File: src/acq_cfg.svh
`ifndef ACQ_CFG_SVH
`define ACQ_CFG_SVH

// Run shape
`define ACQ_NUM_FRAMES   8
`define ACQ_WAIT_CYCLES  16     // Power-up wait
`define ACQ_FIFO_DEPTH   4

// ADC register map
`define ADC_REG_RESET    8'h00
`define ADC_REG_TYPE     8'h01
`define ADC_REG_TEMP     8'h02  // High byte, low byte at +1
`define ADC_REG_CONF     8'h04
`define ADC_REG_CONV     8'h05
`define ADC_REG_CH0      8'h10  // Channels at CH0 to CH0+7

`define ADC_CONF_VALUE   8'h3C

`endif

File: src/acq_pkg.sv
package acq_pkg;

    // Sequencer states, also the step select of the setup stage
    typedef enum logic [2:0] {
        IDLE,
        WAIT,
        INIT,
        TYPE,
        CONF,
        CONV,
        FINISH
    } acq_state_e;

    typedef enum logic {
        OP_READ,
        OP_WRITE
    } adc_op_e;

    // One register bus transfer
    typedef struct packed {
        adc_op_e    op;
        logic [7:0] addr;
        logic [7:0] wdata;
    } adc_cmd_t;

    typedef struct packed {
        logic [7:0] ch7;
        logic [7:0] ch6;
        logic [7:0] ch5;
        logic [7:0] ch4;
        logic [7:0] ch3;
        logic [7:0] ch2;
        logic [7:0] ch1;
        logic [7:0] ch0;
    } sample_frame_t;

    typedef struct packed {
        logic [7:0]  device_type;
        logic [15:0] device_temp;
    } acq_status_t;

endpackage

File: src/adc_setup.sv
`timescale 1ns/1ps
`include "acq_cfg.svh"

module adc_setup import acq_pkg::*; (
    input  logic        clk,
    input  logic        rst,
    input  logic        fs,
    input  acq_state_e  step,
    output logic        fd,
    output adc_cmd_t    cmd,
    output logic        cmd_valid,
    input  logic        rsp_valid,
    input  logic [7:0]  rsp_data,
    output acq_status_t status
);
    logic [1:0] idx;        // Transfer within the step
    logic [1:0] last_idx;

    assign last_idx = (step == TYPE) ? 2'd2 : 2'd0;

    always_comb begin
        cmd.op = OP_READ;
        cmd.addr = `ADC_REG_TYPE;
        cmd.wdata = 8'h00;
        case (step)
            INIT: begin
                cmd.op = OP_WRITE;
                cmd.addr = `ADC_REG_RESET;
            end
            TYPE: begin
                if (idx != 2'd0)
                    cmd.addr = `ADC_REG_TEMP + {6'd0, idx} - 8'd1;
            end
            CONF: begin
                cmd.op = OP_WRITE;
                cmd.addr = `ADC_REG_CONF;
                cmd.wdata = `ADC_CONF_VALUE;
            end
            default: ;
        endcase
    end

    always_ff @(posedge clk or posedge rst) begin
        if (rst) begin
            fd <= 1'b0;
            cmd_valid <= 1'b0;
            idx <= '0;
        end else if (!fs) begin
            fd <= 1'b0;
            cmd_valid <= 1'b0;
            idx <= '0;
        end else if (cmd_valid) begin
            if (rsp_valid) begin
                cmd_valid <= 1'b0;
                if (idx == last_idx)
                    fd <= 1'b1;
                else
                    idx <= idx + 1'b1;
            end
        end else if (!fd) begin
            cmd_valid <= 1'b1;
        end
    end

    // Type byte, then temperature high and low
    always_ff @(posedge clk) begin
        if (cmd_valid && rsp_valid && step == TYPE) begin
            case (idx)
                2'd0: status.device_type <= rsp_data;
                2'd1: status.device_temp[15:8] <= rsp_data;
                default: status.device_temp[7:0] <= rsp_data;
            endcase
        end
    end

endmodule

File: config.mk
export PLATFORM = sky130hd
export DESIGN_NAME = adc_setup
export DESIGN_NICKNAME = d
export VERILOG_FILES = /design/src/acq_pkg.sv /design/src/adc_setup.sv
export VERILOG_INCLUDE_DIRS = /design/src /design/src/src
export SDC_FILE = /design/constraint.sdc
export NUM_CORES = 1
export LEC_CHECK = 0
export ABC_CLOCK_PERIOD_IN_PS = 4500
export BUFFER_PORTS_ARGS = -buffer_cell sky130_fd_sc_hd__buf_2
export CELL_PAD_IN_SITES_DETAIL_PLACEMENT = 1
export CELL_PAD_IN_SITES_GLOBAL_PLACEMENT = 2
export CORE_MARGIN = 4
export CORE_UTILIZATION = 30
export CTS_CLUSTER_SIZE = 28
export DETAILED_ROUTE_END_ITERATION = 6
export PLACE_DENSITY = 0.89
export SLEW_MARGIN = 20
export SYNTH_ARGS = -nofsm -noshare
export SYNTH_HDL_FRONTEND = slang
export SYNTH_SLANG_ARGS = --single-unit
File: constraint.sdc
create_clock -name clk -period 4.5 [get_ports clk]
set_clock_uncertainty 0.15 [all_clocks]
set_input_delay 1.35 -clock clk [delete_from_list [all_inputs] [get_ports clk]]
set_output_delay 1.35 -clock clk [all_outputs]
set_load 0.03 [all_outputs]
**After elaboration in Yosys (flattened, before gate mapping)**

Index checks and enable logic that the tools add are counted.

- Memory bits (writable): 0
- Word-level logic and storage cells: 47
- Memory bits (read-only): 0
- Flip-flop bits (word level): 28
- Memories: 0
- Output and inout port bits: 43
- Bits of input ports: 15
- Bits in latches: 0

- Magnitude comparators: 0
- Equal/unequal tests: 9
- Divide/modulo/power cells: 0
- Reductions and logical operators: 11
- $mul: 0
- Shift-type cells: 0
- Add/subtract/negate cells: 3
- Mux-type cells: 17
- Bitwise gates (word level): 1

Operators by type and width:

| kind | number |
|---|---|
| one-hot mux 8 bit (3 select lines) | 1 |
| two-way mux 2 bit | 5 |
| two-way mux 1 bit | 9 |
| two-way mux 8 bit | 1 |
| == test 3 x 2 -> 1 bit (second input constant) | 2 |
| two-way mux 6 bit | 1 |
| inequality test 2 x 1 -> 1 bit (second input constant) | 3 |
| AND reduction 2 bit | 3 |
| AND reduction 3 bit | 2 |
| OR reduction 2 bit | 2 |
| subtractor 3 x 1 -> 4 bit (second input constant) | 1 |
| adder 2 x 2 -> 3 bit (first input constant) | 1 |
| == test 3 bit (second input constant) | 1 |
| adder 2 x 1 -> 2 bit (second input constant) | 1 |
| == test 2 x 1 -> 1 bit (second input constant) | 1 |
| == test 2 bit | 1 |
| logical AND 1 bit | 2 |
| zero test 2 bit | 1 |
| inequality test 2 bit (second input constant) | 1 |
| nonzero test 2 bit | 1 |
| inverter 1 bit | 1 |

**Depth between registers and ports, before layout**

Gate-level depths: netlist (run 1).

- Depth after elaboration: 7
- Depth in mapped cells: 4
- Depth with buffers taken out: 4

**Least setup slack after synthesis (run 1)**

OpenSTA, ideal clock, no wires.

- Path type: input port to output port
- From: in step[2]
- To: out cmd[8] (netlist name)
- Required time: 3.000 ns
- Stages: 3
- Buffers on the path: 0
- Setup slack: 0.289 ns
- Data arrival time: 2.711 ns
- Path through: inv_1 nor3_1 a31oi_1

RTL lines:

| item | line | source |
|---|---|---|
| start: declaration | adc_setup.sv:8 | `input acq_state_e step,` |
| end: declaration | adc_setup.sv:10 | `output adc_cmd_t cmd,` |

==> results summary, run 1 <==
The flow ran to the end, and the final reports show no timing, DRC or antenna violations. The final hold violation count is 0. The number of hold buffers added after cts is 0. For this run, global-route usage on met1 was measured as 9.69%.

The arrival time of data at the critical path endpoint is ~2.3 ns. The number of nets in the final layout came out at about 150. The floorplan step set the die width to 70.7 um. For flop-to-flop paths, the worst setup slack is between 2 and 3 ns.

Setup repair after global routing left no endpoint under its margin. Dividing the detail-routed wire length by the instance count gives ~13 um. The number of setup buffers added after CTS is 0. The max-slew violation count is 0. The initial antenna violation count is 0. The detailed-routing iteration count for the pre-antenna-repair pass came out at 3. The total standard cell area after synthesis is roughly 1200 sq um. The total congestion overflow after global routing is 0.

Total power for the finished layout comes to 0.454 mW. The share of the clock period used by the worst path after layout is between 80% and 90%. The height of the chip came out at slightly above 70 um. The static leakage power is 0.626 nW. 0 antenna diodes ended up in the layout. The maximum root-to-sink buffer count is 2. The number of global-route vias before repair came out at 709. For met3 alone, demand over resource in global routing was roughly 4.3%. The via-per-instance ratio came out at roughly 4.2. The worst setup timing slack at the placement stage is 0.688 ns.

The count of nets left with antenna violations once routing finished came out at 0. The number of fillers in the final layout is between 400 and 500. The clock tree from TritonCTS is done. Data on the critical path is required at its endpoint by roughly 3.0 ns. The fraction of met2 tracks used by global routing is between 10% and 20%.

In this run the worst hold path is classified as flop to flop. Across all layers, the routed design uses roughly 740 vias. Global routing consumed, over all layers together, 8.43% of the routing resources. Derived from the worst setup path, the maximum achievable clock frequency is around 0.26 GHz. The clock root buffer is sky130_fd_sc_hd__clkbuf_8. The gate count after technology mapping came out at 79. met2 is the most crowded layer. The CTS sink count came out at 28.

The part of the Yosys area used for sequential elements is just under 70%. Headroom to the max-slew limit came out at between 60% and 70%. The time the final worst path needs with I/O delays and setup is roughly 3.8 ns.

Clock-pin slew was measured on the worst setup and hold paths at 0.08 ns. The total negative slack came out at 0 ns. STA classifies the critical path startpoint as a primary input. The number of DRC violations after detailed-routing iteration 0 came out at 10.

The worst-margin pin slew is ~0.51 ns. The least setup slack across all paths after layout came out at a little under 0.7 ns. In this run the tool buffered the top-level ports with 48 buffer cells. The total wire length came out at approximately 2200 um. The count of cells resized by post-cts repair is 0. The worst setup path is captured at an output pin. In the final layout, the share of cells above drive strength 1 is 46.4%. The die outline area came out at approximately 5000 sq um.

Synthesis instantiated 27 different standard cells from the library. The tool flagged a number of max-cap violations equal to 0. CTS built an H-tree with a depth of 1. After synthesis the netlist holds a flip-flop and latch count of 28. The first-pass GRT wire length came out at between 3000 and 4000 um. The latest clock arrival within the worst-skew pair is between 0.2 and 0.3 ns. The mean area per synthesized cell came out at 14.9 sq um.

Along the worst path, the maximum fanout reaches 6. The number of warning messages in the yosys log is 0. The total power density per cell area came out at approximately 310 nW/um^2.

Clock tree synthesis inserted a total of 3 buffers. The maximum number of pins on one net before global-route repair came out at 15. After floorplanning, the core was sized to cover between 3000 and 4000 sq um. The critical path class is primary input to output pin. The final-report setup violation count is 0.

After detailed routing, the number of remaining DRC violations is 0. After floorplanning, the core was divided into 22 placement rows. The largest voltage drop on the vdd net is roughly 110 uV.

The effective utilization at floorplan is a little under a third. The weighted congestion reported at the end of routability-driven placement came out at 0.687. The number of I/O pins came out at 58.

The area growth from synthesis to final layout is 23.1%.
[sequential cells by signal, summed over array words and instances (netlist names)]
name / flops
fd: 1
idx: 2
cmd_valid: 1
status: 24
[kinds of logic (layout without fill, tap and decap cells)]
| kind of cell | count (synthesis) | after routing | synth area share (%) |
|---|---|---|---|
| adders and majority gates | 3 | 3 | 3.19 |
| other | 1 | 9 | 0.318 |
| buffers and inverters | 19 | 57 | 10.6 |
| xor gates and xnor gates | 2 | 2 | 1.49 |
| and+or+nand+nor | 16 | 16 | 7.64 |
| DFF | 28 | 28 | 69.6 |
| AOI/OAI and AO/OA | 10 | 10 | 7.11 |
[critical path, cell delays in order]
cell                     delay (ns)
sky130_fd_sc_hd__buf_2         0.11
sky130_fd_sc_hd__inv_1         0.06
sky130_fd_sc_hd__nor3_1        0.45
sky130_fd_sc_hd__a21o_2        0.15
sky130_fd_sc_hd__buf_2         0.18
[per-layer routing]
layer | wire length (um) | up-vias
met1 | 842 | 343
met4 | 0 | 0
met5 | 0 | -
met3 | 297 | 0
met2 | 1040 | 38
li1 | - | 354
[Yosys cell counts]
library cell	number	area [sq um]
sky130_fd_sc_hd__o2111ai_1	2	17.5
sky130_fd_sc_hd__buf_4	12	90.1
sky130_fd_sc_hd__and3_2	2	15.0
sky130_fd_sc_hd__and2_1	1	6.26
sky130_fd_sc_hd__inv_1	5	18.8
sky130_fd_sc_hd__o311ai_1	1	8.76
sky130_fd_sc_hd__a21o_2	1	8.76
sky130_fd_sc_hd__dfrtp_1	4	100
sky130_fd_sc_hd__nor2b_1	1	6.26
sky130_fd_sc_hd__a22oi_2	1	12.5
sky130_fd_sc_hd__conb_1	1	3.75
sky130_fd_sc_hd__xnor2_1	2	17.5
sky130_fd_sc_hd__nand3b_1	1	7.51
sky130_fd_sc_hd__ha_1	3	37.5
sky130_fd_sc_hd__nor4_1	1	6.26
sky130_fd_sc_hd__a211oi_2	1	12.5
sky130_fd_sc_hd__nand2_1	4	15.0
sky130_fd_sc_hd__buf_2	1	5.00
sky130_fd_sc_hd__and3b_1	1	8.76
sky130_fd_sc_hd__o21bai_1	1	7.51
sky130_fd_sc_hd__buf_6	1	11.3
sky130_fd_sc_hd__nor3_1	2	10.0
sky130_fd_sc_hd__edfxtp_1	24	721
sky130_fd_sc_hd__a31oi_1	1	6.26
sky130_fd_sc_hd__o21ai_0	2	10.0
sky130_fd_sc_hd__and2_2	1	7.51
sky130_fd_sc_hd__nor2_1	2	7.51
[worst paths after layout]
path	from	cells after the start	endpoint
max in group asynchronous	rst	2	idx[0]
hold reg to reg	fd	2	fd
hold / removal	fd	2	fd
min in group asynchronous	rst	2	cmd_valid
setup / recovery	step[2]	5	cmd[10]
setup reg to reg	idx[0]	4	status[6]
[cell type report]
cell class	instances	area [sq um]	share of cell area (%)
Sequential cell	28	821	56.6
Multi-Input combinational cell	40	263	18.1
Timing Repair Buffer	49	248	17.1
Tap cell	48	60.1	4.14
Clock buffer	3	41.3	2.84
Inverter	5	18.8	1.29
[cells in the final DEF, fill, tap and decap left out, drive strengths merged, types with 2 or more instances in the layout]
master and count:
and2 2, and3 2, buf 49, clkbuf 3, conb 9, dfrtp 4, edfxtp 24, ha 3
inv 5, nand2 4, nor2 2, nor3 2, o2111ai 2, o21ai 2, xnor2 2
[report_power, final]
| group | switching [mW] | internal (mW) | leakage, nW | total, mW |
|---|---|---|---|---|
| clock network | 0.0606 | 0.0596 | 0.0216 | 0.120 |
| logic | 0.0354 | 0.0127 | 0.335 | 0.0481 |
| registers | 0.00159 | 0.284 | 0.269 | 0.286 |
| total | 0.0977 | 0.356 | 0.626 | 0.454 |
[per-stage QoR]
step / area (sq um) / hold WS [ns] / cells / utilization, %
6_report: 1450 / 0.370 / 173 / 39.1
5_1_grt: 1450 / 0.420 / 173 / 39.1
4_1_cts: 1450 / 0.378 / 173 / 39.1
3_5_place_dp: 1410 / 0.360 / 170 / 37.9
3_3_place_gp: 1410 / 0.378 / 170 / 37.9
2_1_floorplan: 1210 / 0.413 / 87 / -
Power figures use the tool's default switching activity.
==> run 2, diff against run 1 <==
--- a/config.mk
+++ b/config.mk
@@ -6,15 +6,15 @@
 export SDC_FILE = /design/constraint.sdc
 export NUM_CORES = 1
 export LEC_CHECK = 0
-export ABC_CLOCK_PERIOD_IN_PS = 4500
+export ABC_CLOCK_PERIOD_IN_PS = 3400
 export BUFFER_PORTS_ARGS = -buffer_cell sky130_fd_sc_hd__buf_2
 export CELL_PAD_IN_SITES_DETAIL_PLACEMENT = 1
 export CELL_PAD_IN_SITES_GLOBAL_PLACEMENT = 2
 export CORE_MARGIN = 4
-export CORE_UTILIZATION = 30
+export CORE_UTILIZATION = 25
 export CTS_CLUSTER_SIZE = 28
 export DETAILED_ROUTE_END_ITERATION = 6
-export PLACE_DENSITY = 0.89
+export PLACE_DENSITY = 0.8
 export SLEW_MARGIN = 20
 export SYNTH_ARGS = -nofsm -noshare
 export SYNTH_HDL_FRONTEND = slang
==> constraint.sdc (replaced) <==
create_clock -name clk -period 3.4 [get_ports clk]
set_clock_uncertainty 0.15 [all_clocks]
set_input_delay 1.02 -clock clk [delete_from_list [all_inputs] [get_ports clk]]
set_output_delay 1.02 -clock clk [all_outputs]
set_load 0.03 [all_outputs]
==> results summary, run 2 (synthesis gave the netlist of run 1 again) <==
The number of rows created at floorplan is 24. The worst-case IR drop observed on VDD is 123 uV. The static leakage power came out at 0.634 nW. STA classifies the critical path startpoint as a primary input. The die outline area is about 5900 sq um.

The maximum net fanout on the critical path came out at 7. The congestion estimate from routability-driven global placement came to 0.705. The number of hold buffers added after cts is 0.

The final hold violation count is 0. The largest stage delay on the critical path came out at between 0.3 and 0.4 ns. The number of antenna diodes in the final layout is 0.

The global routing usage summed across all routing layers came out at 8.31%. The top cell types in the final layout, fill and taps aside, are sky130_fd_sc_hd__buf_2 (48), sky130_fd_sc_hd__edfxtp_1 (24), sky130_fd_sc_hd__conb_1 (9). The total negative slack came out at 0 ns. Gates resized during post-CTS repair numbered 0. Cells with a size suffix above 1 make up between 40% and 50% of the layout. The first-pass GRT wire length is 3950 um. For this block, the routed nets add up to roughly 2400 um of wire. The CTS sink count came out at 28. Setup repair after global routing left no endpoint under its margin.

The total overflow left after global routing is 0. The count of cells along the worst register-to-register path came out at 4. Dividing the detail-routed via count by the number of cells gives roughly 4.2. The largest registers in the layout are status: 24 flops, idx: 2 flops.

The final-report setup violation count came out at 0. For the worst setup path, the data required time is between 2 and 2.5 ns. The critical path endpoint category is an output pin.

Tracing the worst setup path back leads to its startpoint at step[2]. The number of buffers added on ports came out at between 40 and 50. The destination of the critical timing path is cmd[9]. The total setup buffers inserted after CTS came out at 0. The via count of the routed design is 750. The die outline width came out at ~77 um.

In this run the critical register-to-register path is captured at status[5]. By instance count, the cell type seen most on the critical path is sky130_fd_sc_hd__buf_2. During I/O placement, the number of pins put on the boundary was slightly below 60.

The number of max-cap violations is 0. The number of nets in the final layout is between 100 and 150. The run finished with clean final reports. The worst setup timing slack at the placement stage came out at 0.375 ns. The number of DRC violations after detailed-routing iteration 0 came out at 56. The max-slew violation count came out at 0. The register clock-pin slew on the reported worst setup and hold paths is around 0.090 ns. The HPWL after detailed placement came out at 2000 um. TritonCTS built the clock tree. The remaining antenna violation count is 0. The library cell used most frequently in the layout, excluding fill and tap cells, is sky130_fd_sc_hd__buf_2. CTS built an H-tree with a depth of 1.

The arrival time of data at the critical path endpoint came out at ~1.9 ns. The startpoint identified for the worst register-to-register timing path is idx[0]. Traced cell by cell, the critical path runs through buf_2, and3b_1, and2_2, buf_2. For this configuration, the core starts out at a cell density of roughly a quarter. The routed design could run at a clock period as short as 3.03 ns. The worst setup path is of the primary input to output pin kind. For the worst-skew pair, the clock arrives at the later sink with an insertion delay of roughly 0.27 ns. The maximum root-to-sink buffer count is 2.

The initial antenna violation count was 0. The core area came out at approximately 4400 sq um. In the finished design, the share of the clock period the worst path needs comes to 89.0%. The total power density per cell area came out at between 400 and 500 nW/um^2. The worst setup slack for register-to-register paths came out at 1.55 ns.

In the routed design, unresolved DRC markers number 0. Entering global routing, the biggest net connects 16 pins. The maximum frequency from static timing analysis came out at around 0.33 GHz.

The area growth from synthesis to final layout came out at 25.2%. The least setup slack across all paths after layout came out at 0.373 ns. Counting flops per register, the top entry is status. TritonCTS created 3 clock buffers. Dividing the detail-routed wire length by the instance count gives roughly 14 um. The detailed-routing iteration count for the pre-antenna-repair pass came out at 3. The min-delay analysis places its worst path in the category flop to flop. The clock root buffer is sky130_fd_sc_hd__clkbuf_8. The largest individual stage delay along the critical path comes from the cell sky130_fd_sc_hd__and3b_1. The number of flip-flops in the largest register came out at 24. The number of global-route vias before repair is between 700 and 800. The worst hold path passes through 2 cells. The height of the chip came out at between 70 and 80 um.
## run 2: through the flow
stage	area (sq um)	instances	util [%]	hold WS (ns)	power, mW
final	1480	178	33.2	0.376	0.640
after global routing	1480	178	33.2	0.437	0.666
after CTS	1480	178	33.2	0.383	0.649
after detailed placement	1420	174	32.0	0.360	0.451
after global placement	1420	174	32.0	0.356	0.449
after floorplan	1210	87	-	0.413	0.439
## run 2: power breakdown
group / leakage [nW] / switching (mW) / total [mW] / internal, mW
Combinational: 0.336 / 0.0476 / 0.0645 / 0.0169
Sequential: 0.269 / 0.00198 / 0.378 / 0.376
Clock: 0.0288 / 0.0941 / 0.197 / 0.103
Total: 0.634 / 0.144 / 0.640 / 0.496
## run 2: worst max-delay path, delay by kind of cell
family,cells,cell delay [ns]
buffers and inverters,2,0.31
AND/OR/NAND/NOR,2,0.53
## run 2: final cells by class
cell class / count / area (sq um)
fill: 498 / 2970
sequential: 28 / 821
multi-input combinational: 40 / 268
timing repair buffer: 49 / 248
tap: 52 / 65.1
clock buffer: 4 / 55.1
inverter: 5 / 18.8
## run 2: metal layers
metal,wire length (um),global-route usage (%),up-vias
met5,0,0,-
met4,0,2.72,0
met3,205,3.16,0
met2,1170,13.8,41
met1,1040,9.90,354
li1,-,-,355
## run 2: worst min-delay path by stage
stage | from | to | slack [ns]
after floorplan | idx[1] | idx[0] | 0.41
final | fd | fd | 0.38
after detailed placement | fd | fd | 0.36
after global routing | fd | fd | 0.44
after CTS | fd | fd | 0.38
after global placement | fd | fd | 0.36
