<file path="config.mk">
export PLATFORM = sky130hd
export DESIGN_NAME = adc_bus_master
export DESIGN_NICKNAME = d
export VERILOG_FILES = /design/src/acq_cfg.svh /design/src/acq_pkg.sv /design/src/adc_bus_master.sv
export SDC_FILE = /design/constraint.sdc
export NUM_CORES = 1
export LEC_CHECK = 0
export BUFFER_PORTS_ARGS = -buffer_cell sky130_fd_sc_hd__buf_4
export CAP_MARGIN = 40
export CORE_AREA = 10 10 65 72
export DETAILED_ROUTE_END_ITERATION = 10
export DIE_AREA = 0 0 75 82
export PLACE_DENSITY = 0.75
export SLEW_MARGIN = 20
export SYNTH_ARGS = -nofsm -noshare
export SYNTH_HDL_FRONTEND = slang
export SYNTH_SLANG_ARGS = --single-unit
export TNS_END_PERCENT = 50
</file>
<file path="constraint.sdc">
create_clock -name clk -period 1.6 [get_ports clk]
set_input_delay 0.4 -clock clk [delete_from_list [all_inputs] [get_ports clk]]
set_output_delay 0.4 -clock clk [all_outputs]
set_load 0.01 [all_outputs]
</file>
<file path="src/acq_cfg.svh">
`ifndef ACQ_CFG_SVH
`define ACQ_CFG_SVH

// Run shape
`define ACQ_NUM_FRAMES   8
`define ACQ_WAIT_CYCLES  16     // Power-up wait
`define ACQ_FIFO_DEPTH   4

// ADC register map
`define ADC_REG_RESET    8'h00
`define ADC_REG_TYPE     8'h01
`define ADC_REG_TEMP     8'h02  // High byte, low byte at +1
`define ADC_REG_CONF     8'h04
`define ADC_REG_CONV     8'h05
`define ADC_REG_CH0      8'h10  // Channels at CH0 to CH0+7

`define ADC_CONF_VALUE   8'h3C

`endif

</file>
<file path="src/acq_pkg.sv">
package acq_pkg;

    // Sequencer states, also the step select of the setup stage
    typedef enum logic [2:0] {
        IDLE,
        WAIT,
        INIT,
        TYPE,
        CONF,
        CONV,
        FINISH
    } acq_state_e;

    typedef enum logic {
        OP_READ,
        OP_WRITE
    } adc_op_e;

    // One register bus transfer
    typedef struct packed {
        adc_op_e    op;
        logic [7:0] addr;
        logic [7:0] wdata;
    } adc_cmd_t;

    typedef struct packed {
        logic [7:0] ch7;
        logic [7:0] ch6;
        logic [7:0] ch5;
        logic [7:0] ch4;
        logic [7:0] ch3;
        logic [7:0] ch2;
        logic [7:0] ch1;
        logic [7:0] ch0;
    } sample_frame_t;

    typedef struct packed {
        logic [7:0]  device_type;
        logic [15:0] device_temp;
    } acq_status_t;

endpackage

</file>
<file path="src/adc_bus_master.sv">
`timescale 1ns/1ps

module adc_bus_master import acq_pkg::*; (
    input  logic           clk,
    input  logic           rst,
    input  adc_cmd_t [1:0] cmd,        // Setup stage in 0, conversion in 1
    input  logic [1:0]     cmd_valid,
    output logic           rsp_valid,
    output logic [7:0]     rsp_data,
    output adc_cmd_t       adc_cmd,
    output logic           adc_req,
    input  logic           adc_ack,
    input  logic [7:0]     adc_rdata
);
    typedef enum logic [1:0] {
        BM_IDLE,
        BM_REQ,
        BM_RELEASE,
        BM_RSP
    } bm_state_e;

    bm_state_e state;
    adc_cmd_t cmd_sel;

    // Only one stage is active, so masking and OR picks its command
    assign cmd_sel = adc_cmd_t'((cmd[0] & {$bits(adc_cmd_t){cmd_valid[0]}}) |
                                (cmd[1] & {$bits(adc_cmd_t){cmd_valid[1]}}));

    always_ff @(posedge clk or posedge rst) begin
        if (rst) begin
            state <= BM_IDLE;
            adc_req <= 1'b0;
            rsp_valid <= 1'b0;
        end else begin
            rsp_valid <= 1'b0;
            case (state)
                BM_IDLE: begin
                    if (|cmd_valid) begin
                        adc_req <= 1'b1;
                        state <= BM_REQ;
                    end
                end
                BM_REQ: begin
                    if (adc_ack) begin
                        adc_req <= 1'b0;
                        state <= BM_RELEASE;
                    end
                end
                BM_RELEASE: begin
                    if (!adc_ack) begin   // Slave released, transfer complete
                        rsp_valid <= 1'b1;
                        state <= BM_RSP;
                    end
                end
                default: state <= BM_IDLE;   // Stage drops cmd_valid here
            endcase
        end
    end

    always_ff @(posedge clk) begin
        if (state == BM_IDLE && |cmd_valid)
            adc_cmd <= cmd_sel;
        if (state == BM_REQ && adc_ack)
            rsp_data <= adc_rdata;
    end

endmodule

</file>
* After elaboration in Yosys (flattened, before gate mapping)
Index checks and enable logic that the tools add are counted.
** Storage, ports and cells
- Register bits after elaboration :: 29
- Input port bits :: 47
- Output and inout port bits :: 27
** Cells by class
- Eq/ne operators :: 5
- Mux-type cells :: 9
- Reduce and logical (&&, ||, !) cells :: 7
- Bitwise logic cells :: 3
** Operator list (count)
- $and A17 B17 Y17 :: 2
- $or A17 B17 Y17 :: 1
- $mux W2 :: 3
- $pmux W2 S3 :: 1
- $reduce_and A3 Y1 :: 2
- $mux W1 :: 4
- $ne A2 B2 Y1 const B :: 2
- $eq A2 B1 Y1 const B :: 1
- $eq A2 B2 Y1 const B :: 1
- $logic_and A1 B1 Y1 :: 2
- $logic_not A2 Y1 :: 1
- $ne A2 B1 Y1 const B :: 1
- $pmux W1 S2 :: 1
- $reduce_bool A2 Y1 :: 1
- $reduce_or A2 Y1 :: 1

* Logic depth before layout (Yosys ltp)
Gate-level depths: netlist of run 1.
- Depth in word-level cells :: 3
- Gate-level depth with buffers :: 5
- Mapped depth without buffers :: 5

* Worst setup path after synthesis of run 1
OpenSTA, ideal clock, no wires.
- Path type :: register to register
- Start point :: reg state[0]
- End point :: reg adc_cmd[0] (netlist bit) (enable)
- Stages on the path, launching flop included :: 4
- Path buffers :: 0
- Required time :: 1.225 ns
- Arrival :: 1.146 ns
- Period minus slack after synthesis :: 1.521 ns
- Path slack :: 0.079 ns
- Cells stage by stage :: dfrtp_1 -> inv_1 -> ha_1 -> o21a_1
** On the way
- Word-level cells in the longest chain between the ends :: 2
** Ends and longest elaborated chain
- start: declaration :: RTL line adc_bus_master.sv:22 : bm_state_e state;
- start signal: assignment :: RTL line adc_bus_master.sv:31 : state <= BM_IDLE;
- start signal: assignment :: RTL line adc_bus_master.sv:40 : state <= BM_REQ;
- start signal: assignment :: RTL line adc_bus_master.sv:46 : state <= BM_RELEASE;
- $logic_not A2 Y1 :: RTL line adc_bus_master.sv:61 : if (state == BM_IDLE && |cmd_valid)
- $logic_and A1 B1 Y1 :: RTL line adc_bus_master.sv:61
- end signal: assignment :: RTL line adc_bus_master.sv:62 : adc_cmd <= cmd_sel;
- end: declaration :: RTL line adc_bus_master.sv:10 : output adc_cmd_t adc_cmd,
No other way between the ends.
A chain may end at the register's enable or synchronous reset.

* Final worst setup path of run 1
- Start point :: reg state[0]
- End point :: reg state[1]
** On the way
- Word-level cells in the longest chain between the ends :: 3
- Elaborated cells between the ends (all ways) :: 8
- Classes of those cells :: eq/ne: 5; mux: 1; reduce/logical: 2
** Ends and longest elaborated chain
- $eq A2 B2 Y1 (tied with other cells) :: RTL line adc_bus_master.sv:36 : case (state)
- $ne A2 B2 Y1 (no source line) or $ne A2 B1 Y1 (tied branches)
- $reduce_and A3 Y1 (no source line)
Parallel ways exist; a longest one is shown, timed or not.

==> results of run 1 <==
cells in the mapped netlist, drive strengths merged:
| master | n | area (um^2) |
|---|---|---|
| nor2 | 2 | 10.0 |
| and2 | 1 | 6.26 |
| ha | 3 | 37.5 |
| dfrtp | 4 | 100 |
| a22o | 17 | 149 |
| a221oi | 1 | 15.0 |
| inv | 4 | 15.0 |
| edfxtp | 25 | 751 |
| o21a | 1 | 7.51 |
| nor2b | 2 | 12.5 |
| o32a | 1 | 10.0 |
| a21boi | 1 | 7.51 |
| mux2 | 1 | 11.3 |
| o22ai | 1 | 6.26 |
| buf | 4 | 28.8 |
layout make-up:
class	instances	area (um^2)
well taps	36	45.0
fillers	290	1470
multi-input cells	31	275
clock buffers	8	48.8
flip-flops and latches	29	851
inverters	4	15.0
repair buffers	76	573
state kept, by name, summed over array words and instances (netlist names):
name / count
adc_cmd: 17
rsp_valid: 1
adc_req: 1
state: 2
rsp_data: 8
worst max-delay path, delay by kind of cell, from the launching register on:
family,cells,cell delay [ps]
flops,1,400
mux,1,340
compound gates,1,300
buf+inv,1,80
fa+ha+maj,1,240
timing repair:
| item | 4_1_cts | 5_1_grt |
|---|---|---|
| hold endpoints to repair | 4 | 0 |
| hold buffers | 1 | 0 |
| gates resized for setup | 0 | 1 |
| endpoints found under the setup margin | 0 | 1 |
| setup buffers | 0 | 0 |
logic make-up after synthesis:
kind of cell | count (synthesis) | share of synthesized area
AND/OR/NAND/NOR | 5 | 0.0247
buffers and inverters | 8 | 0.0375
multiplexers | 1 | 0.00965
flip-flops | 29 | 0.729
AO/OA/AOI/OAI | 22 | 0.167
adder cells (fa/ha/maj) | 3 | 0.0322
worst paths after layout:
path / start / end / slack (ps) / depth (start not counted)
max: state[0] / state[1] / 140 / 4
min reg2reg: state[1] / state[1] / 530 / 1
min: adc_rdata[3] / rsp_data[3] / 240 / 1
min in group asynchronous: rst / rsp_valid / 520 / 3
max reg2reg: state[0] / state[1] / 140 / 4
max in group asynchronous: rst / adc_req / 930 / 3
report_power, final:
part           leakage (nW)  total (mW)  switching [mW]  internal [mW]
sequential            0.280        1.13          0.0659           1.06
clock                0.0265       0.406           0.232          0.175
combinational         0.506       0.796           0.384          0.412
routing by layer:
metal | GRT usage | vias to the layer above | part of all wire
met4 | 0.0587 | 0 | 0.017
met3 | 0.0483 | 5 | 0.082
met1 | 0.101 | 420 | 0.34
met2 | 0.203 | 43 | 0.57
li1 | - | 426 | -
met5 | 0 | - | 0
metrics by stage:
step / util / power (mW) / instance area (um^2)
finish: 0.552 / 2.33 / 1810
global route: 0.552 / 2.47 / 1810
CTS: 0.551 / 2.36 / 1810
detailed placement: 0.533 / 1.95 / 1750
global placement: 0.533 / 1.90 / 1750
floorplan: - / 1.51 / 1170
==> reports/qor.txt, run 1 <==
RSZ-0062 raised after global routing - no
first-pass GRT wire length - 4910 um
startpoint types - register
drt via density - 4.86
Net Count, Synth - 118
Req. time, crit path - 1820 ps
vias in the first global route - 992
H-Tree Depth - 2
maxcap violations - 0
final period utilization - 0.915
Total GRT Usage - 0.111
register bit total from synthesis - 29
status - complete, no violations
routed wire length per instance - 18.2 um
Clock Skew - 9.60 ps
LEAKAGE - 0.813 nW
Setup-failing EPs final - 0
Final Hold Viols - 0
ratio of cells with drive above 1 in the final layout - 0.561
CTS tree - done
1st-iter DRT viols - 33
antenna cells - 0
Place WS - 132 ps
most frequent cells in the layout - buf_4, edfxtp_1, a22o_1
final hold slack - 240 ps
Clock Sinks - 29
num rows - 22
post-layout min period - 1460 ps
non-filler cells, final - 184
critical path peak fanout - 3
fin. max-slew vios - 0
IO Count - 74
RD Place Congestion - 0.706
slowest cell on the critical path - dfrtp_1
Reg clk slew, reported paths - 80 ps
die area - 6150 um^2
crit path DAT - 1680 ps
DRT Wirelength - 3360 um
initial antenna violation count - 0
Mapped Area - 1170 um^2
HPWL after DPL - 2820 um
Least-Margin Pin Slew - 386 ps
Starting Density - 0.356
Post-DRT Antenna Nets - 0
P&R area growth vs syn - 54.9%
Syn Area/Cell - 17.2 um^2
deepest clock path buffer count - 2
final setup TNS - 0 ps
largest net degree at the start of global routing - 20
Port Buf Inserts - 73
Hold Crit Class - in -> reg
final worst setup slack - 136 ps
Fmax - 683 MHz
Initial DRT Pass Iterations - 4
Power Dens Cells - 1290 nW/um^2
Rel. slew slack - 0.742
clk_lat worst skew - 330 ps
Syn Inst Count - 68
Yosys warning count - 0
sequential share of the synthesized area - 0.729
cts bufs inserted - 5
critical path capture point type - register
synth unique cells - 18
worst path cell trace - inv_1, ha_1, a221oi_2, mux2_1
commonest non-fill, non-tap cell in the layout - buf_4
Placed Cells incl. Taps - 175
crit path kind - reg -> reg
CP max stage delay - 400 ps
global route total overflow - 0
DRC - 0
Worst VDD drop - 0.697 mV
Vias - 894
Die Y - 82 um
Die X - 75 um
clock root cell - clkbuf_4
core area - 3280 um^2
Nets - 197
Power figures use the tool's default switching activity.
==> run 2: changes to the inputs <==
==> constraint.sdc (replaced) <==
create_clock -name clk -period 1.6 [get_ports clk]
set_input_delay 0.32 -clock clk [delete_from_list [all_inputs] [get_ports clk]]
set_output_delay 0.32 -clock clk [all_outputs]
set_load 0.01 [all_outputs]
==> reports/qor.txt, run 2 (synthesis gave the netlist of run 1 again) <==
die area - 6150 um^2
Largest regs - adc_cmd (17), rsp_data (8), state (2)
Die X - 75 um
maxcap violations - 0
Starting Density - 0.356
DRC - 0
IO Count - 74
status - complete, no violations
Critical R2R Capture - state[1]
Req. time, crit path - 1810 ps
LEAKAGE - 0.819 nW
Vias - 923
Reg area - 851 um^2
Nets - 198
cts bufs inserted - 5
Most flops, register - adc_cmd
Die Y - 82 um
drt via density - 4.99
worst reg2reg startpoint - state[0]
commonest non-fill, non-tap cell in the layout - buf_4
Final Hold Viols - 0
Hold Crit Class - in -> reg
CTS tree - done
Power Dens Cells - 1290 nW/um^2
antenna cells - 0
clk_lat worst skew - 320 ps
crit path DAT - 1700 ps
Rel. slew slack - 0.756
post-layout min period - 1500 ps
R2R Setup Slk - 100 ps
1st-iter DRT viols - 100
routed wire length per instance - 17.9 um
HPWL after DPL - 2710 um
crit path kind - reg -> reg
final period utilization - 0.936
startpoint types - register
Resize count post-CTS - 0
Post-DRT Antenna Nets - 0
Min-Delay Endpoint - rsp_data[5]
ratio of cells with drive above 1 in the final layout - 0.557
core area - 3280 um^2
deepest clock path buffer count - 2
RSZ-0062 raised after global routing - no
critical path capture point type - register
DRT Wirelength - 3320 um
largest net degree at the start of global routing - 20
final setup TNS - 0 ps
num rows - 22
Reg clk slew, reported paths - 80 ps
Worst VDD drop - 0.613 mV
global route total overflow - 0
Design Power - 2.33 mW
P&R area growth vs syn - 55.3%
first-pass GRT wire length - 4810 um
Multi-input gate area - 273 um^2
clock root cell - clkbuf_4
Initial DRT Pass Iterations - 4
Least-Margin Pin Slew - 366 ps
final worst setup slack - 103 ps
RD Place Congestion - 0.701
critical path peak fanout - 3
hold path start - adc_rdata[5]
hold path cells - 1
max FFs per register - 17
initial antenna violation count - 0
fin. max-slew vios - 0
Fmax - 668 MHz
Total GRT Usage - 0.108
Clock Sinks - 29
most frequent cells in the layout - buf_4, edfxtp_1, a22o_1
H-Tree Depth - 2
Clock Skew - 4.70 ps
vias in the first global route - 965
Place WS - 124 ps
Setup-failing EPs final - 0
Port Buf Inserts - 73
Layout fillers - 290
r2r worst-path depth - 4
-- run 2: cell count changes in the layout (fill, tap and decap cells not counted) --
| cell | delta |
|---|---|
| buf_4 | +1 |
| ha_1 | +1 |
| ha_2 | -1 |
-- run 2: power by group --
part | internal (mW) | leakage (nW) | switching (mW)
Sequential | 1.06 | 0.280 | 0.0703
Combinational | 0.423 | 0.513 | 0.376
Clock | 0.175 | 0.0265 | 0.225
Total | 1.66 | 0.819 | 0.672
-- run 2: how the worst max path moves through the flow --
stage,to,depth (start not counted),start,slack [ps]
final,state[1],4,state[0],100
after global routing,state[1],4,state[0],9
after CTS,state[1],4,state[0],110
after detailed placement,state[1],4,state[0],120
after global placement,state[1],5,state[1],200
after floorplan,adc_cmd[0],3,state[0],80
-- run 2: final cells by class --
class | count | area share
clock buffers | 8 | 0.0269
well taps | 36 | 0.0248
inverters | 4 | 0.00828
repair buffers | 77 | 0.320
flip-flops and latches | 29 | 0.469
multi-input cells | 31 | 0.150
-- run 2: worst max-delay path, cell delays in order, from the launching register on --
cell	delay, ps
dfrtp_1	420
ha_1	230
nor2b_1	160
a221oi_2	230
mux2_1	350
-- run 2: timing repair --
item	4_1_cts	5_1_grt
setup buffers	0	1
setup endpoints to repair	0	1
endpoints found under the hold margin	4	0
hold buffers	1	0
-- run 2: per-stage QoR --
step           area (um^2)  hold WS, ps  cells  utilization
5_1_grt               1810          145    185        0.553
6_report              1810          173    185        0.553
3_3_place_gp          1750          219    175        0.533
2_1_floorplan         1170         86.1     68            -
4_1_cts               1810          157    184        0.551
3_5_place_dp          1750          225    175        0.533
-- run 2: per-layer routing --
metal	up-vias	global-route usage	part of all wire
li1	429	-	-
met1	442	0.0971	0.33
met2	45	0.193	0.55
met3	7	0.0543	0.11
met4	0	0.0587	0.017
met5	-	0	0
==> run 3: changes to the inputs <==
ABC_AREA = 1   (was unset)
BUFFER_PORTS_ARGS = -buffer_cell sky130_fd_sc_hd__buf_2   (was -buffer_cell sky130_fd_sc_hd__buf_4)
CORE_AREA = 10 10 65 73   (was 10 10 65 72)
DIE_AREA = 0 0 75 83   (was 0 0 75 82)
==> reports/qor.txt, run 3 <==
Power Dens Cells - 1470 nW/um^2
synth unique cells - 13
ratio of cells with drive above 1 in the final layout - 0.525
share of flip-flops with an asynchronous set or reset - 0.138
IO Count - 74
Req. time, crit path - 1640 ps
post-layout min period - 1370 ps
Setup-failing EPs final - 0
Least-Margin Pin Slew - 333 ps
Port Buf Inserts - 73
clock root cell - clkbuf_4
Net Count, Synth - 131
top-count cell post-synth - edfxtp_1
Resize count post-CTS - 0
Yosys warning count - 0
top cells by area, synth - edfxtp_1, a22o_1, dfrtp_1
most frequent cells in the layout - buf_2, edfxtp_1, a22o_1
sequential share of the synthesized area - 0.706
num rows - 22
cts bufs inserted - 5
Synth Flop Type - edfxtp_1
non-filler cells, final - 196
core area - 3280 um^2
Placed Cells incl. Taps - 187
startpoint types - register
max FFs per register - 17
critical path capture point type - register
Critical R2R Capture - adc_cmd[3]
most frequent cells after synthesis - edfxtp_1, a22o_1, nand2_1, inv_1
RD Place Congestion - 0.810
drt via density - 4.79
commonest non-fill, non-tap cell in the layout - buf_2
Mapped Area - 1200 um^2
Yosys top cell area share - 0.623
Layout fillers - 281
Hold Buf Count CTS - 1
R2R Setup Slk - 230 ps
hold path cells - 1
1st-iter DRT viols - 36
largest net degree at the start of global routing - 19
Die Y - 83 um
RSZ-0062 raised after global routing - no
r2r worst-path depth - 5
global route total overflow - 0
Nets - 209
clk_lat worst skew - 330 ps
die area - 6230 um^2
crit path kind - reg -> reg
DRC - 0
Die X - 75 um
worst reg2reg startpoint - state[0]
Worst VDD drop - 0.461 mV
status - complete, no violations
Final Hold Viols - 0
Reg clk slew, reported paths - 80 ps
HPWL after DPL - 2750 um
DRT Wirelength - 3270 um
routed wire length per instance - 16.7 um
Rel. slew slack - 0.778
Most flops, register - adc_cmd
Syn Inst Count - 81
register bit total from synthesis - 29
Largest regs - adc_cmd (17), rsp_data (8), state (2)
Clock Skew - 4.98 ps
antenna cells - 0
fin. max-slew vios - 0
Min-Delay Endpoint - rsp_data[2]
vias in the first global route - 1025
hold path start - adc_rdata[2]
Hold Crit Class - in -> reg
LEAKAGE - 0.814 nW
H-Tree Depth - 2
deepest clock path buffer count - 2
Post-synth EDFFs - 25
Syn Area/Cell - 14.9 um^2
P&R area growth vs syn - 39.6%
crit path DAT - 1420 ps
final period utilization - 0.859
Total GRT Usage - 0.110
final setup TNS - 0 ps
critical path peak fanout - 17
Clock Sinks - 29
Post-DRT Antenna Nets - 0
Fmax - 728 MHz
first-pass GRT wire length - 5150 um
Starting Density - 0.368
CTS tree - done
maxcap violations - 0
Initial DRT Pass Iterations - 3
initial antenna violation count - 0
Vias - 939
post-synth top area cell - edfxtp_1
Post CTS Setup Buffer Count - 0
run 3: through the flow:
stage / utilization / hold WS, ps / total power [mW] / setup slack, ps / cell area [um^2]
2_1_floorplan: - / 86.1 / 1.58 / 27.8 / 1210
3_3_place_gp: 0.487 / 203 / 1.90 / 275 / 1600
3_5_place_dp: 0.487 / 204 / 1.95 / 227 / 1600
4_1_cts: 0.513 / 154 / 2.52 / 219 / 1680
5_1_grt: 0.513 / 153 / 2.64 / 154 / 1680
6_report: 0.513 / 166 / 2.48 / 226 / 1680
run 3: area by class of cell:
| class | instances | area (um^2) | share of cell area |
|---|---|---|---|
| well taps | 36 | 45.0 | 0.0268 |
| clock buffers | 6 | 41.3 | 0.0246 |
| repair buffers | 75 | 395 | 0.235 |
| flip-flops and latches | 29 | 851 | 0.506 |
| clock inverters | 2 | 33.8 | 0.0201 |
| multi-input cells | 41 | 289 | 0.172 |
| inverters | 7 | 26.3 | 0.0156 |
run 3: metal layers:
metal | GRT usage | share of wire | vias to the layer above
met1 | 0.0999 | 0.32 | 440
met4 | 0.0565 | 0.023 | 0
met3 | 0.0560 | 0.11 | 5
met5 | 0 | 0 | -
met2 | 0.190 | 0.55 | 41
li1 | - | - | 453
run 3: critical path, cell delays in order, from the launching register on:
cell	delay [ps]
dfrtp_1	400
inv_1	90
ha_1	210
inv_1	80
nor2_2	150
buf_12	170
run 3: logic make-up after synthesis:
group	Yosys count	synth area share
flops	29	0.706
simple gates	21	0.0831
compound gates	17	0.124
buf+inv	11	0.0561
fa+ha+maj	3	0.0312
run 3: worst max-delay path by stage:
stage	from	end
after global placement	state[0]	adc_cmd[9]
after floorplan	state[0]	adc_cmd[0]
after global routing	state[0]	adc_cmd[3]
after CTS	state[0]	adc_cmd[3]
after detailed placement	state[0]	adc_cmd[7]
final	state[0]	adc_cmd[3]
run 3: power breakdown:
| group | total (mW) | switching [mW] | internal (mW) |
|---|---|---|---|
| Clock | 0.556 | 0.232 | 0.325 |
| Sequential | 1.14 | 0.0681 | 1.07 |
| Combinational | 0.781 | 0.461 | 0.320 |
| Total | 2.48 | 0.761 | 1.72 |
